## config.mk

```make
export PLATFORM = sky130hd
export DESIGN_NAME = tick_gen
export DESIGN_NICKNAME = d
export VERILOG_FILES = /design/src/rtl/host_regs_pkg.sv /design/src/rtl/tick_gen.sv
export SDC_FILE = /design/constraint.sdc
export NUM_CORES = 1
export LEC_CHECK = 0
export ABC_AREA = 0
export BUFFER_PORTS_ARGS = -buffer_cell sky130_fd_sc_hd__clkbuf_2
export CAP_MARGIN = 20
export CELL_PAD_IN_SITES_DETAIL_PLACEMENT = 0
export CELL_PAD_IN_SITES_GLOBAL_PLACEMENT = 1
export CORE_MARGIN = 8
export CORE_UTILIZATION = 30
export DETAILED_ROUTE_END_ITERATION = 6
export PLACE_DENSITY = 0.59
export SYNTH_ARGS = -nofsm -noshare
export SYNTH_HDL_FRONTEND = slang
export SYNTH_SLANG_ARGS = --single-unit
```

## constraint.sdc

```tcl
create_clock -name ep50trig -period 6.3 [get_ports ep50trig]
set_input_delay 0.315 -clock ep50trig [delete_from_list [all_inputs] [get_ports ep50trig]]
set_output_delay 0.315 -clock ep50trig [all_outputs]
set_load 0.02 [all_outputs]
```

## src/rtl/host_regs_pkg.sv

```systemverilog
package host_regs_pkg;

    typedef logic [7:0]  addr_t;        // axi byte address
    typedef logic [31:0] data_t;        // axi data word
    typedef logic [1:0]  resp_t;        // bresp / rresp

    localparam resp_t RESP_OKAY   = 2'b00;
    localparam resp_t RESP_SLVERR = 2'b10;

    // register map, byte addresses
    localparam addr_t ADDR_CTRL        = 8'h00;  // bit0 sim_reset, bit1 use_buffer, bit2 wave_clear
    localparam addr_t ADDR_STIM        = 8'h04;
    localparam addr_t ADDR_IA_OFFSET   = 8'h08;
    localparam addr_t ADDR_IA_GAIN     = 8'h0C;
    localparam addr_t ADDR_II_OFFSET   = 8'h10;
    localparam addr_t ADDR_II_GAIN     = 8'h14;
    localparam addr_t ADDR_TICK_PERIOD = 8'h18;
    localparam addr_t ADDR_WAVE_DATA   = 8'h20;  // write only, appends one sample
    localparam addr_t ADDR_IA_COUNT    = 8'h30;  // read only
    localparam addr_t ADDR_II_COUNT    = 8'h34;  // read only
    localparam addr_t ADDR_WAVE_SAMPLE = 8'h38;  // read only, stimulus now in use

    // power-up values of the parameter registers
    localparam data_t DEF_STIM        = 32'd1;
    localparam data_t DEF_OFFSET      = 32'd10;   // both channels
    localparam data_t DEF_IA_GAIN     = 32'd307;  // ~1.2 in 8.8
    localparam data_t DEF_II_GAIN     = 32'd512;  // 2.0 in 8.8
    localparam data_t DEF_TICK_PERIOD = 32'd381;  // half real-time speed on the rack

endpackage

```

## src/rtl/tick_gen.sv

```systemverilog
`timescale 1ns/1ns

module tick_gen #(
    parameter int NEURON_PER_SIM = 128
) (
    input  logic                  ep50trig,
    input  logic                  reset_global,
    input  logic                  sim_reset,
    input  host_regs_pkg::data_t  tick_period,
    output logic                  neuron_tick,
    output logic                  sim_tick
);
    import host_regs_pkg::*;

    localparam int SW = $clog2(NEURON_PER_SIM + 1);

    data_t         div_cnt;       // cycles since last neuron tick
    data_t         period_m1;     // terminal count where a zero period acts as one
    logic [SW-1:0] sim_cnt;       // neuron ticks in the current window
    logic          div_wrap;

    assign period_m1 = (tick_period == '0) ? '0 : tick_period - 1'b1;
    assign div_wrap  = (div_cnt >= period_m1);  // also catches a period cut short by the host

    always_ff @(posedge ep50trig) begin
        if (reset_global || sim_reset) begin
            div_cnt     <= '0;
            sim_cnt     <= '0;
            neuron_tick <= 1'b0;
            sim_tick    <= 1'b0;
        end else begin
            neuron_tick <= div_wrap;
            sim_tick    <= 1'b0;
            if (div_wrap) begin
                div_cnt <= '0;
                if (sim_cnt == SW'(NEURON_PER_SIM - 1)) begin
                    sim_cnt  <= '0;
                    sim_tick <= 1'b1;           // lands with the last neuron tick
                end else begin
                    sim_cnt <= sim_cnt + 1'b1;
                end
            end else begin
                div_cnt <= div_cnt + 1'b1;
            end
        end
    end

    a_sim_on_neuron : assert property (@(posedge ep50trig) disable iff (reset_global)
        sim_tick |-> neuron_tick);

endmodule

```

Yosys cells after proc, flatten, opt, wreduce, memory -nomap -nowiden --
Cells that the tools add are included.
Storage, ports and cells: register bits 42, input bits 35, output and inout port bits 2, word-level logic and storage cells 17
Cells by class: add/subtract/negate cells 3, magnitude comparators 1, equality and inequality tests 1, muxes and demuxes 3, bitwise gates (word level) 1, reductions and logical operators 4
Operators by type and width (number):
- $add A32 B1 Y32 const B | 1
- $ge A32 B32 Y1 | 1
- $logic_not A32 Y1 | 1
- $mux W32 | 1
- $sub A32 B1 Y32 const B | 1
- $add A8 B1 Y8 const B | 1
- $eq A8 B7 Y1 const B | 1
- $mux W8 | 1
- $reduce_or A2 Y1 | 2
- $logic_or A1 B1 Y1 | 1
- $mux W1 | 1
- $not A1 Y1 | 1

Logic depth before layout (Yosys ltp) --
Gate-level depths: netlist of run 1.
word-level depth 5, depth in mapped cells 16, mapped depth without buffers 15

Worst setup path after synthesis of run 1 --
OpenSTA, ideal clock, no wires.
path type input-to-reg, start input port tick_period[27], end register sim_cnt[0], library setup time 0.072 ns, arrival time 3.751 ns, required time 6.228 ns, path slack 2.477 ns, stages on the path 14, path buffers 2, path through or4_4 > or3_1 > nor4_1 > and2_1 > buf_2 > nor2_1 > ha_1 > nand2b_1 > a2111o_1 > a32o_1 > o21ai_1 > and2_1 > clkbuf_1 > mux2i_1
On the way: cells in the longest elaborated chain, start to end 3, elaborated cells on any way between the ends 4, classes of those cells add/sub (1); order compare (1); mux (1); reduce/logical (1)
Ends and longest elaborated chain:
- from (decl) | line tick_gen.sv:9 | input host_regs_pkg::data_t tick_period,
- $sub A32 B1 Y32 or $logic_not A32 Y1 (tied branches) | line tick_gen.sv:22 | assign period_m1 = (tick_period == '0) ? '0 : tick_period - 1'b1;
- $mux W32 (*) | line tick_gen.sv:22
- $ge A32 B32 Y1 (*) | line tick_gen.sv:23 | assign div_wrap = (div_cnt >= period_m1);
- to (signal assigned) | line tick_gen.sv:40 | sim_cnt <= sim_cnt + 1'b1;
- to (decl) | line tick_gen.sv:19 | logic [SW-1:0] sim_cnt;
Every way passes the cells marked *; elsewhere a longest branch is shown, timed or not. A chain may end at the register's enable or synchronous reset.

Final worst setup path of run 1 --
start input port tick_period[25], end register sim_cnt[0]
Same word-level chain as after synthesis.

==> impl_results.md, run 1 <==
* Final Setup Violations at 0
* Crit-path cells: clkbuf_2, or4_4, or3_1, nor4_1, nand2_1, nand2b_1, ha_1, a2111o_1, a32o_1, o21ai_1, and2_1, mux2i_1
* Highest Clock Rate at 229 MHz
* IO Port Bufs at 36
* Sequential-to-total area share from yosys stat at 25.6%
* Worst vdd ir at 63.3 uV
* Commonest non-fill, non-tap cell in the layout: nor2_1
* Placed wire-length estimate at 7030 um
* Root Buffer: clkbuf_8
* Reg-to-reg critical path endpoint: sim_cnt[0]$_SDFFE_PP0P_
* Post-DP Area at 3620 um2
* Hold Fails Final Rpt at 0
* Max Slew Vio Count at 0
* Post-CTS setup buffer count at 0
* Remaining DRCs at 0
* Adder-Cell Fraction of Synth Area at 13.7%
* Critical path buffers and inverters at 1
* Initial drt markers at 117
* Post-synth top flop: dfxtp_1
* R2R Path Start: div_cnt[0]$_SDFF_PP0_
* Crit path time final at 4.36 ns
* H-Tree Depth at 2
* WL/cell at 14.6 um
* Fillcell total at 1206
* P_leak at 1.49 nW
* Crit path max-delay family: simple AND/OR/NAND/NOR gates
* Hold crit path type: input port to flip-flop
* N_diodes at 0
* Layout Skew at 0.0111 ns
* Period utilization at 69.2%
* Rel. slew slack at 41.1%
* Mean post-synth cell area at 7.64 um2
* Drt via density at 4.81
* Global Route Usage Sum at 12.7%
* Crit path kind: input port to flip-flop
* FF+latch count, synth at 42
* Largest family of logic cells by synthesized area: simple AND/OR/NAND/NOR gates
* CTS tree: yes
* CP peak stage delay at 0.59 ns
* Outcome: finished clean
* Synth Warn # at 0
* Crit path max fanout at 25
* Final WL at 8850 um
* CTS Buffer Depth at 2
* Drt pass-1 iters at 4
* Clock slew at reported path FFs at 0.08 ns
* Largest net degree at the start of global routing at 32
* Worst-Skew Late Latency at 0.30 ns
* Setup TNS at 0 ns
* Clk sinks at 42
* DR vias at 2921
* Most frequent cells in the layout: 75 x nor2_1, 58 x nand2_1, 42 x dfxtp_1, 36 x ha_1, 36 x clkbuf_2
* FP Rows at 38
* P per Cell Area at 139 nW/um2
* Initial Utilization at 30.6%
* Setup crit end kind: flip-flop
* Design area at 3710 um2
* Synth Net Count at 501
* DIE AREA at 14600 um2
* Die Y at 121 um
* Worst setup SP type: input port
* RSZ-0062 raised after global routing: no
* Vias in the first global route at 2991
* Req. time, crit path at 6.53 ns
* Gpl congestion at 0.767
* Resize count post-CTS at 0
* Die Wd at 121 um
* Nets at 537
* CTS Buf Count at 5
* Synth Area in XOR/XNOR at 13.9%
* R2R cell count at 8
* First-pass GRT wire length at 15000 um
* Tightest Pin Transition at 0.875 ns
* Cts hold-fix bufs at 0
* Synth Area in Compound Gates at 9.30%
* WHS Endpoint: sim_cnt[2]$_SDFFE_PP0P_
* Layout cells sized above 1 at 11.6%
* Area grow syn2layout at 12.9%
* Hold Worst Slack at 0.314 ns
* Mapped Cells at 430
* Mapped Area at 3280 um2
* Synth unique cells at 45
* IO Pins at 37
* Core Area at 10700 um2
* Slowest cell on the critical path: nand2_1
* Initial antenna violation count at 0
* Simple-gate share of the synthesized area at 32.6%
* Reg2Reg Setup Slack at 3.64 ns
* Hold Path Origin: reset_global
* Max-cap violations at 0
* Mux cell area share after synthesis at 2.44%
* Worst Path Arrival at 4.59 ns
* Worst hold path cell count at 3
* Post-synth ARST share at 0%
* Post-synth EDFFs at 0
* Final ANT Viol Nets at 0
* Overflow after GRT at 0
-- layer usage --
| layer | global-route usage (%) | wire (um) | part of all wire, % | up-vias |
|---|---|---|---|---|
| met3 | 2.47 | 327 | 3.7 | 7 |
| met5 | 0 | 0 | 0 | - |
| met4 | 3.04 | 68 | 0.77 | 0 |
| met2 | 19.8 | 3770 | 43 | 37 |
| met1 | 17.5 | 4680 | 53 | 1312 |
| li1 | - | - | - | 1565 |
-- report_power, final --
group          switching, W  internal (W)   total, W
clock             0.0000978     0.0000887   0.000187
combinational     0.0000365     0.0000272  0.0000637
sequential      0.000000755      0.000266   0.000267
total              0.000135      0.000382   0.000517
-- Yosys cell counts (8+ instances only) --
master | count | share of area, %
nor2_1 | 75 | 8.6
nand2_1 | 58 | 6.6
dfxtp_1 | 42 | 26
ha_1 | 36 | 14
xnor2_1 | 29 | 7.7
xor2_1 | 23 | 6.1
nand3_1 | 20 | 3.0
a21oi_1 | 14 | 2.1
inv_1 | 12 | 1.4
nand4_1 | 11 | 2.1
nor3_1 | 10 | 1.5
or3_1 | 10 | 1.9
nor4_1 | 9 | 1.7
mux2i_1 | 8 | 2.4
o21ai_0 | 8 | 1.2
-- through the flow --
stage	setup WS, ns	util [%]	total power (W)	instances
floorplan	2.48	-	0.000308	430
global placement	1.68	33.7	0.000336	599
detailed placement	1.65	33.7	0.000337	599
CTS	1.96	34.5	0.000525	607
global route	1.61	34.5	0.000543	607
finish	1.94	34.5	0.000517	607
-- sequential cells by signal (all words and copies together) (netlist names) --
| name | flops |
|---|---|
| div_cnt | 32 |
| sim_cnt | 8 |
| neuron_tick | 1 |
| sim_tick | 1 |
-- worst max-delay path by stage --
stage | from | end | slack (ns) | depth (start not counted)
floorplan | tick_period[27] | sim_cnt[0]$_SDFFE_PP0P_ | 2.48 | 14
global placement | tick_period[5] | sim_cnt[1]$_SDFFE_PP0P_ | 1.68 | 12
detailed placement | tick_period[5] | sim_cnt[0]$_SDFFE_PP0P_ | 1.65 | 12
CTS | tick_period[25] | sim_cnt[0]$_SDFFE_PP0P_ | 1.96 | 12
global route | tick_period[25] | div_cnt[4]$_SDFF_PP0_ | 1.61 | 13
finish | tick_period[25] | sim_cnt[0]$_SDFFE_PP0P_ | 1.94 | 12
-- cell families (layout without fill, tap and decap cells) --
group           count (synthesis)  after routing
xor+xnor                       52             52
compound gates                 47             47
flops                          42             42
mux                             8              8
simple gates                  224            224
buf+inv                        21             58
fa+ha+maj                      36             36
-- worst reg2reg max path, delay by kind of cell, from the launching register on --
| family | cells | cell delay (ns) |
|---|---|---|
| AOI/OAI and AO/OA | 3 | 1.14 |
| adders and majority gates | 1 | 0.28 |
| buffers and inverters | 1 | 0.07 |
| DFF | 1 | 0.40 |
| muxes | 1 | 0.21 |
| and+or+nand+nor | 2 | 0.49 |
-- final cells by class --
cell class | instances | area [um2] | area share (%)
Clock inverter | 1 | 5.00 | 0.135
Clock buffer | 7 | 86.3 | 2.33
Inverter | 12 | 45.0 | 1.21
Sequential cell | 42 | 841 | 22.7
Multi-Input combinational cell | 367 | 2360 | 63.7
Timing Repair Buffer | 38 | 195 | 5.26
Tap cell | 140 | 175 | 4.72
Note: power is estimated with default switching activity, not from simulation.
==> run 2: changes to the inputs <==
--- a/config.mk
+++ b/config.mk
@@ -5,7 +5,7 @@
 export SDC_FILE = /design/constraint.sdc
 export NUM_CORES = 1
 export LEC_CHECK = 0
-export ABC_AREA = 0
+export ABC_AREA = 1
 export BUFFER_PORTS_ARGS = -buffer_cell sky130_fd_sc_hd__clkbuf_2
 export CAP_MARGIN = 20
 export CELL_PAD_IN_SITES_DETAIL_PLACEMENT = 0
@@ -13,7 +13,7 @@
 export CORE_MARGIN = 8
 export CORE_UTILIZATION = 30
 export DETAILED_ROUTE_END_ITERATION = 6
-export PLACE_DENSITY = 0.59
+export PLACE_DENSITY = 0.63
 export SYNTH_ARGS = -nofsm -noshare
 export SYNTH_HDL_FRONTEND = slang
 export SYNTH_SLANG_ARGS = --single-unit
==> constraint.sdc (replaced) <==
create_clock -name ep50trig -period 3.7 [get_ports ep50trig]
set_input_delay 0.185 -clock ep50trig [delete_from_list [all_inputs] [get_ports ep50trig]]
set_output_delay 0.185 -clock ep50trig [all_outputs]
set_load 0.02 [all_outputs]
==> run 2 against run 1 <==
  * Critical endpoint is now div_cnt[20]$_SDFF_PP0_
  * Design area increased by 20%
  * Clock power rose by 130%
  * Largest power group unchanged
  * Combinational power rose by 99%
  * Clock skew down 0.0074 ns
==> impl_results.md, run 2 <==
* Outcome: finished clean
* Biggest registers after layout: div_cnt: 32 flops, sim_cnt: 8 flops
* Fin cells at 828 (+36%)
* Max Slew Vio Count at 0 (unchanged)
* Cts hold-fix bufs at 0 (unchanged)
* N_diodes at 0 (unchanged)
* IO Pins at 37 (unchanged)
* Remaining DRCs at 0 (unchanged)
* Worst-Skew Late Latency at 0.28 ns (-0.02 ns)
* Overflow after GRT at 0 (unchanged)
* Max-cap violations at 0 (unchanged)
* Global Route Usage Sum at 13.8% (+1.1 points)
* P_leak at 2.10 nW (+40%)
* Initial drt markers at 188 (+61%)
* Mean post-synth cell area at 6.41 um2 (-16%)
* Die Wd at 131 um (+8.3%)
* Hold Fails Final Rpt at 0 (unchanged)
* FF+latch count, synth at 42 (unchanged)
* Final Setup Violations at 0 (unchanged)
* Initial Utilization at 30.2% (-0.32 points)
* Hold Worst Slack at 0.339 ns (+0.0248 ns)
* Drt via density at 4.63 (-3.9%)
* Synth unique cells at 38 (-16%)
* Post-CTS setup buffer count at 0 (unchanged)
* Req. time, crit path at 3.91 ns (-2.62 ns)
* Placed wire-length estimate at 9350 um (+33%)
* Clk network pwr share at 42.1% (+6.0 points)
* Area contributors post-synth: dfxtp_1 21%, nand2_1 13%, ha_1 11%
* Met2 WL at 5000 um (+32%)
* IO Port Bufs at 36 (unchanged)
* Commonest cells in the netlist: 135 x nand2_1, 118 x nor2_1, 81 x inv_1
* Gpl congestion at 0.862 (+12%)
* WL/cell at 13.3 um (-8.9%)
* Layout cells sized above 1 at 12.1% (+0.55 points)
* Post-Place Worst Slack at 0.293 ns (-1.35 ns)
* CTS tree: yes
* DIE AREA at 17100 um2 (+17%)
* Post-synth EDFFs at 0 (unchanged)
* Crit path kind: input port to flip-flop
* P per Cell Area at 227 nW/um2 (+63%)
* First-pass GRT wire length at 18500 um (+24%)
* CTS Buffer Depth at 2 (unchanged)
* FP Rows at 42 (+11%)
* Synth Warn # at 0 (unchanged)
* Worst vdd ir at 143 uV (+130%)
* Placed Instances at 822 (+37%)
* Commonest non-fill, non-tap cell in the layout: nand2_1
* Die Y at 131 um (+8.3%)
* Count leader, synth: nand2_1
* Highest Clock Rate at 329 MHz
* Crit path max fanout at 32 (+28%)
* Area grow syn2layout at 12.4%
* Switch Pwr at 0.000243 W (+80%)
* Largest register FFs at 32 (unchanged)
* Drt pass-1 iters at 4 (unchanged)
* Core Area at 13000 um2 (+21%)
* Max layer used: met4
* Initial antenna violation count at 0 (unchanged)
* Root Buffer: clkbuf_16
* Final ANT Viol Nets at 0 (unchanged)
* Vias in the first global route at 3759 (+26%)
* Final WS setup at 0.661 ns (-1.28 ns)
* Tightest Pin Transition at 0.764 ns (-0.111 ns)
* Clk sinks at 42 (unchanged)
* Nets at 724 (+35%)
* Sequential-to-total area share from yosys stat at 21.3% (-4.3 points)
* Gate power share at 12.6% (+0.3 points)
* Worst setup SP type: input port
* Setup crit end kind: flip-flop
* Clock slew at reported path FFs at 0.06 ns (-0.02 ns)
* Area fraction of the dominant cell type after synthesis at 21.3% (-4.3 points)
* Setup TNS at 0 ns (unchanged)
* Largest net degree at the start of global routing at 33 (+3.1%)
* RSZ-0062 raised after global routing: no
* Rel. slew slack at 49.0% (+7.9 points)
* WL met1 at 5380 um (+15%)
* CTS Buf Count at 5 (unchanged)
* Met3 wire length at 426 um (+30%)
* Final WL at 11000 um (+24%)
* Seq pwr share at 45.3% (-6.3 points)
* Hold crit path type: input port to flip-flop
* Synth Net Count at 686 (+37%)
* Switching part of the total power at 24.2% (-2.0 points)
* Most frequent cells in the layout: 135 x nand2_1, 118 x nor2_1, 81 x inv_1, 46 x nand3_1, 42 x dfxtp_1
* Crit path time final at 3.04 ns
* Most flops, register: div_cnt
* Cell taking the most area after synthesis: dfxtp_1
* Period utilization at 82.1%
* Post-synth ARST share at 0% (unchanged)
* Mapped Cells at 615 (+43%)
* H-Tree Depth at 2 (unchanged)
* Mapped Area at 3940 um2 (+20%)
* DR vias at 3830 (+31%)
* Pint at 0.000761 W (+99%)
* Layout Skew at 0.00373 ns (-0.00741 ns)
* Worst Path Arrival at 3.25 ns (-1.34 ns)
* Resize count post-CTS at 0 (unchanged)
* Post-synth top flop: dfxtp_1
==> run 2: metrics by stage <==
step	total power [W]	util [%]	cell area, um2
after floorplan	0.000542	-	3940
after global placement	0.000590	32.9	4290
after detailed placement	0.000592	32.9	4290
after CTS	0.00102	34.0	4430
after global routing	0.00106	34.0	4430
final	0.00100	34.0	4430
==> run 2: path summary, 6_finish.rpt <==
| check | from | endpoint | slack [ns] | depth (start not counted) |
|---|---|---|---|---|
| worst max-delay path | tick_period[0] | div_cnt[20]$_SDFF_PP0_ | 0.66 | 18 |
| worst min-delay path | reset_global | sim_cnt[1]$_SDFFE_PP0P_ | 0.34 | 4 |
| worst max register to register | div_cnt[9]$_SDFF_PP0_ | div_cnt[20]$_SDFF_PP0_ | 1.62 | 12 |
| worst min register to register | div_cnt[0]$_SDFF_PP0_ | div_cnt[0]$_SDFF_PP0_ | 0.47 | 1 |
==> run 2: logic make-up (layout without fill, tap and decap cells) <==
kind of cell             after synthesis  in the layout  share of synthesized area, %
XOR/XNOR                              42             42                          9.33
adder cells (fa/ha/maj)               36             36                          11.4
flip-flops                            42             42                          21.3
buffers and inverters                 87            124                          9.05
AND/OR/NAND/NOR                      379            379                          44.2
AO/OA/AOI/OAI                         29             29                          4.70
==> run 2: critical path, stage by stage <==
cell and delay [ns]:
clkbuf_2 0.09, inv_1 0.09, ha_1 0.23, inv_1 0.05
nor4_1 0.36, nand3_2 0.39, a21boi_0 0.24, o21ai_0 0.10
ha_1 0.26, nand2_1 0.06, inv_1 0.04, nand2_1 0.06
nand2_1 0.05, nand2_1 0.06, nand2_1 0.09, a21oi_4 0.31
nand3_4 0.35, nor2_1 0.22
==> run 2: cell type report <==
type	instances	area, um2
sequential	42	841
tap	176	220
timing repair buffer	36	180
multi-input combinational	486	2740
fill	1538	8600
inverter	82	308
clock buffer	6	139
==> run 2: layer usage <==
metal	global-route usage (%)	up-vias
met1	17.7	1720
li1	-	2041
met3	2.03	13
met2	23.5	56
met4	3.78	0
met5	0	-
==> run 2: power groups by stage <==
stage          registers (W)  clock network [W]   logic, W
5_1_grt             0.000454           0.000454   0.000146
6_report            0.000455           0.000423   0.000127
3_5_place_dp        0.000464                  0   0.000128
3_3_place_gp        0.000464                  0   0.000126
2_1_floorplan       0.000464                  0  0.0000775
4_1_cts             0.000454           0.000442   0.000128
==> run 3: changes to the inputs <==
--- a/config.mk
+++ b/config.mk
@@ -13,7 +13,7 @@
 export CORE_MARGIN = 8
 export CORE_UTILIZATION = 30
 export DETAILED_ROUTE_END_ITERATION = 6
-export PLACE_DENSITY = 0.63
+export PLACE_DENSITY = 0.6
 export SYNTH_ARGS = -nofsm -noshare
 export SYNTH_HDL_FRONTEND = slang
 export SYNTH_SLANG_ARGS = --single-unit
==> constraint.sdc (replaced) <==
create_clock -name ep50trig -period 3.16 [get_ports ep50trig]
set_input_delay 0.158 -clock ep50trig [delete_from_list [all_inputs] [get_ports ep50trig]]
set_output_delay 0.158 -clock ep50trig [all_outputs]
set_load 0.02 [all_outputs]
==> run 3 against run 2 <==
  * Die area stayed put
  * Critical endpoint is now div_cnt[26]$_SDFF_PP0_
  * Via count fell by 0.55%
  * Clock skew rose by 0.00087 ns
  * Highest routed layer unchanged
  * Critical path depth is the same
  * Clock power rose by 22%
  * Register-to-register slack worse by 0.26 ns
  * Combinational power rose by 22%
  * Sequential power rose by 17%
==> impl_results.md, run 3 (synthesis results as in run 2) <==
* Initial drt markers at 209 (+11%)
* Worst setup SP type: input port
* Setup crit end kind: flip-flop
* Max layer used: met4
* WL/cell at 13.3 um (+0.48%)
* Max Slew Vio Count at 0 (unchanged)
* Max-cap violations at 0 (unchanged)
* Die Y at 131 um (unchanged)
* Placed Instances at 829 (+0.85%)
* Register area at 841 um2 (unchanged)
* Post-CTS setup buffer count at 0 (unchanged)
* Root Buffer: clkbuf_16
* Crit path max fanout at 32 (unchanged)
* Crit path kind: input port to flip-flop
* DIE AREA at 17100 um2 (unchanged)
* Met3 wire length at 522 um (+23%)
* P per Cell Area at 267 nW/um2 (+18%)
* Multi-input logic area at 2740 um2 (unchanged)
* Largest net degree at the start of global routing at 33 (unchanged)
* H-Tree Depth at 2 (unchanged)
* Setup TNS at 0 ns (unchanged)
* Met2 WL at 4750 um (-4.8%)
* Crit-path cells: clkbuf_2, nor2_1, nand2_1, nor4_1, nand3_2, a21boi_0, o21ai_0, ha_1, nand2_1, inv_1, nand2_1, nand2_1, nand2_1, nand2_1, a21oi_4, nand3_4, buf_12, nor2_1
* Die Wd at 131 um (unchanged)
* Worst Path Arrival at 3.01 ns (-0.24 ns)
* CTS Buffer Depth at 2 (unchanged)
* Layout Skew at 0.00460 ns (+0.000867 ns)
* Overflow after GRT at 0 (unchanged)
* Pwr Total at 0.00120 W (+20%)
* Final ANT Viol Nets at 0 (unchanged)
* WL met1 at 5690 um (+5.9%)
* Fillcell total at 1459 (-5.1%)
* Final WL at 11200 um (+1.6%)
* P_leak at 2.14 nW (+2.1%)
* Cts hold-fix bufs at 0 (unchanged)
* Layout cells sized above 1 at 13.2% (+1.0 points)
* Hold crit path type: input port to flip-flop
* Biggest registers after layout: div_cnt: 32 flops, sim_cnt: 8 flops
* Period utilization at 88.1%
* First-pass GRT wire length at 18500 um (-0.22%)
* RSZ-0062 raised after global routing: no
* Initial Utilization at 30.2% (unchanged)
* Rel. slew slack at 62.3% (+13 points)
* Resize count post-CTS at 0 (unchanged)
* Worst-Skew Late Latency at 0.28 ns (about the same)
* Hold Fails Final Rpt at 0 (unchanged)
* Vias in the first global route at 3778 (+0.51%)
* Highest Clock Rate at 359 MHz
* Gpl congestion at 0.832 (-3.5%)
* Most common cell on crit path: nand2_1
* N_diodes at 0 (unchanged)
* Nets at 731 (+0.97%)
* Outcome: finished clean
* Final Setup Violations at 0 (unchanged)
* Fin cells at 837 (+1.1%)
* Core Area at 13000 um2 (unchanged)
* Clock slew at reported path FFs at 0.06 ns (about the same)
* Worst vdd ir at 183 uV (+28%)
* Slowest cell on the critical path: nor4_1
* Initial antenna violation count at 0 (unchanged)
* CP peak stage delay at 0.45 ns (+0.06 ns)
* Largest register FFs at 32 (unchanged)
* Remaining DRCs at 0 (unchanged)
* Req. time, crit path at 3.38 ns (-0.53 ns)
* Placed wire-length estimate at 9270 um (-0.91%)
* Area grow syn2layout at 14.3%
* CTS Buf Count at 5 (unchanged)
* Global Route Usage Sum at 13.7% (-0.11 points)
* FP Rows at 42 (unchanged)
* Drt via density at 4.55 (-1.6%)
* Clk sinks at 42 (unchanged)
* IO Pins at 37 (unchanged)
* Crit path time final at 2.78 ns
* Most flops, register: div_cnt
* CTS tree: yes
* DR vias at 3809 (-0.55%)
* Commonest non-fill, non-tap cell in the layout: nand2_1
* IO Port Bufs at 36 (unchanged)
* Tightest Pin Transition at 0.560 ns (-0.204 ns)
* Drt pass-1 iters at 4 (unchanged)
* Most frequent cells in the layout: 135 x nand2_1, 118 x nor2_1, 81 x inv_1, 46 x nand3_1, 42 x dfxtp_1
-- run 3: cell types whose count changed in the layout (fill, tap and decap cells not counted) --
cell,delta
buf_12,+1
clkbuf_1,+1
clkinv_2,+1
buf_4,+6
-- run 3: metal layers --
layer  global-route usage, %  vias up
li1                        -     2057
met1                    18.4     1679
met2                    22.1       60
met3                    1.79       13
met4                    4.46        0
met5                       0        -
-- run 3: cell type report --
class | instances | area share [%]
multi-input cells | 486 | 60.9
flip-flops and latches | 42 | 18.7
inverters | 82 | 6.83
repair buffers | 43 | 5.44
well taps | 176 | 4.89
clock buffers | 7 | 3.17
clock inverters | 1 | 0.111
-- run 3: report_power, final --
part	switching, W	total (W)	internal (W)
Clock	0.000204	0.000517	0.000313
Sequential	0.00000133	0.000532	0.000531
Combinational	0.0000952	0.000155	0.0000599
-- run 3: critical path, delay by kind of cell --
| family | cells | cell delay, ns |
|---|---|---|
| AO/OA/AOI/OAI | 3 | 0.53 |
| adder cells (fa/ha/maj) | 1 | 0.26 |
| buffers and inverters | 3 | 0.33 |
| AND/OR/NAND/NOR | 11 | 1.71 |
-- run 3: metrics by stage --
step           util [%]  setup WS (ns)  hold WS [ns]  instance area, um2
5_1_grt            34.6          0.134         0.392                4510
2_1_floorplan         -          0.767         0.398                3940
6_report           34.6          0.377         0.357                4510
4_1_cts            34.6          0.368         0.358                4510
3_5_place_dp       33.4         0.0837         0.455                4360
3_3_place_gp       33.4         0.0562         0.445                4360
-- run 3: final timing paths --
kind | from | cells past startpoint | endpoint | slack [ns]
max reg2reg | div_cnt[25]$_SDFF_PP0_ | 9 | div_cnt[26]$_SDFF_PP0_ | 1.36
max | tick_period[7] | 18 | div_cnt[26]$_SDFF_PP0_ | 0.38
min | reset_global | 5 | neuron_tick$_SDFF_PP0_ | 0.36
min reg2reg | div_cnt[0]$_SDFF_PP0_ | 1 | div_cnt[0]$_SDFF_PP0_ | 0.47
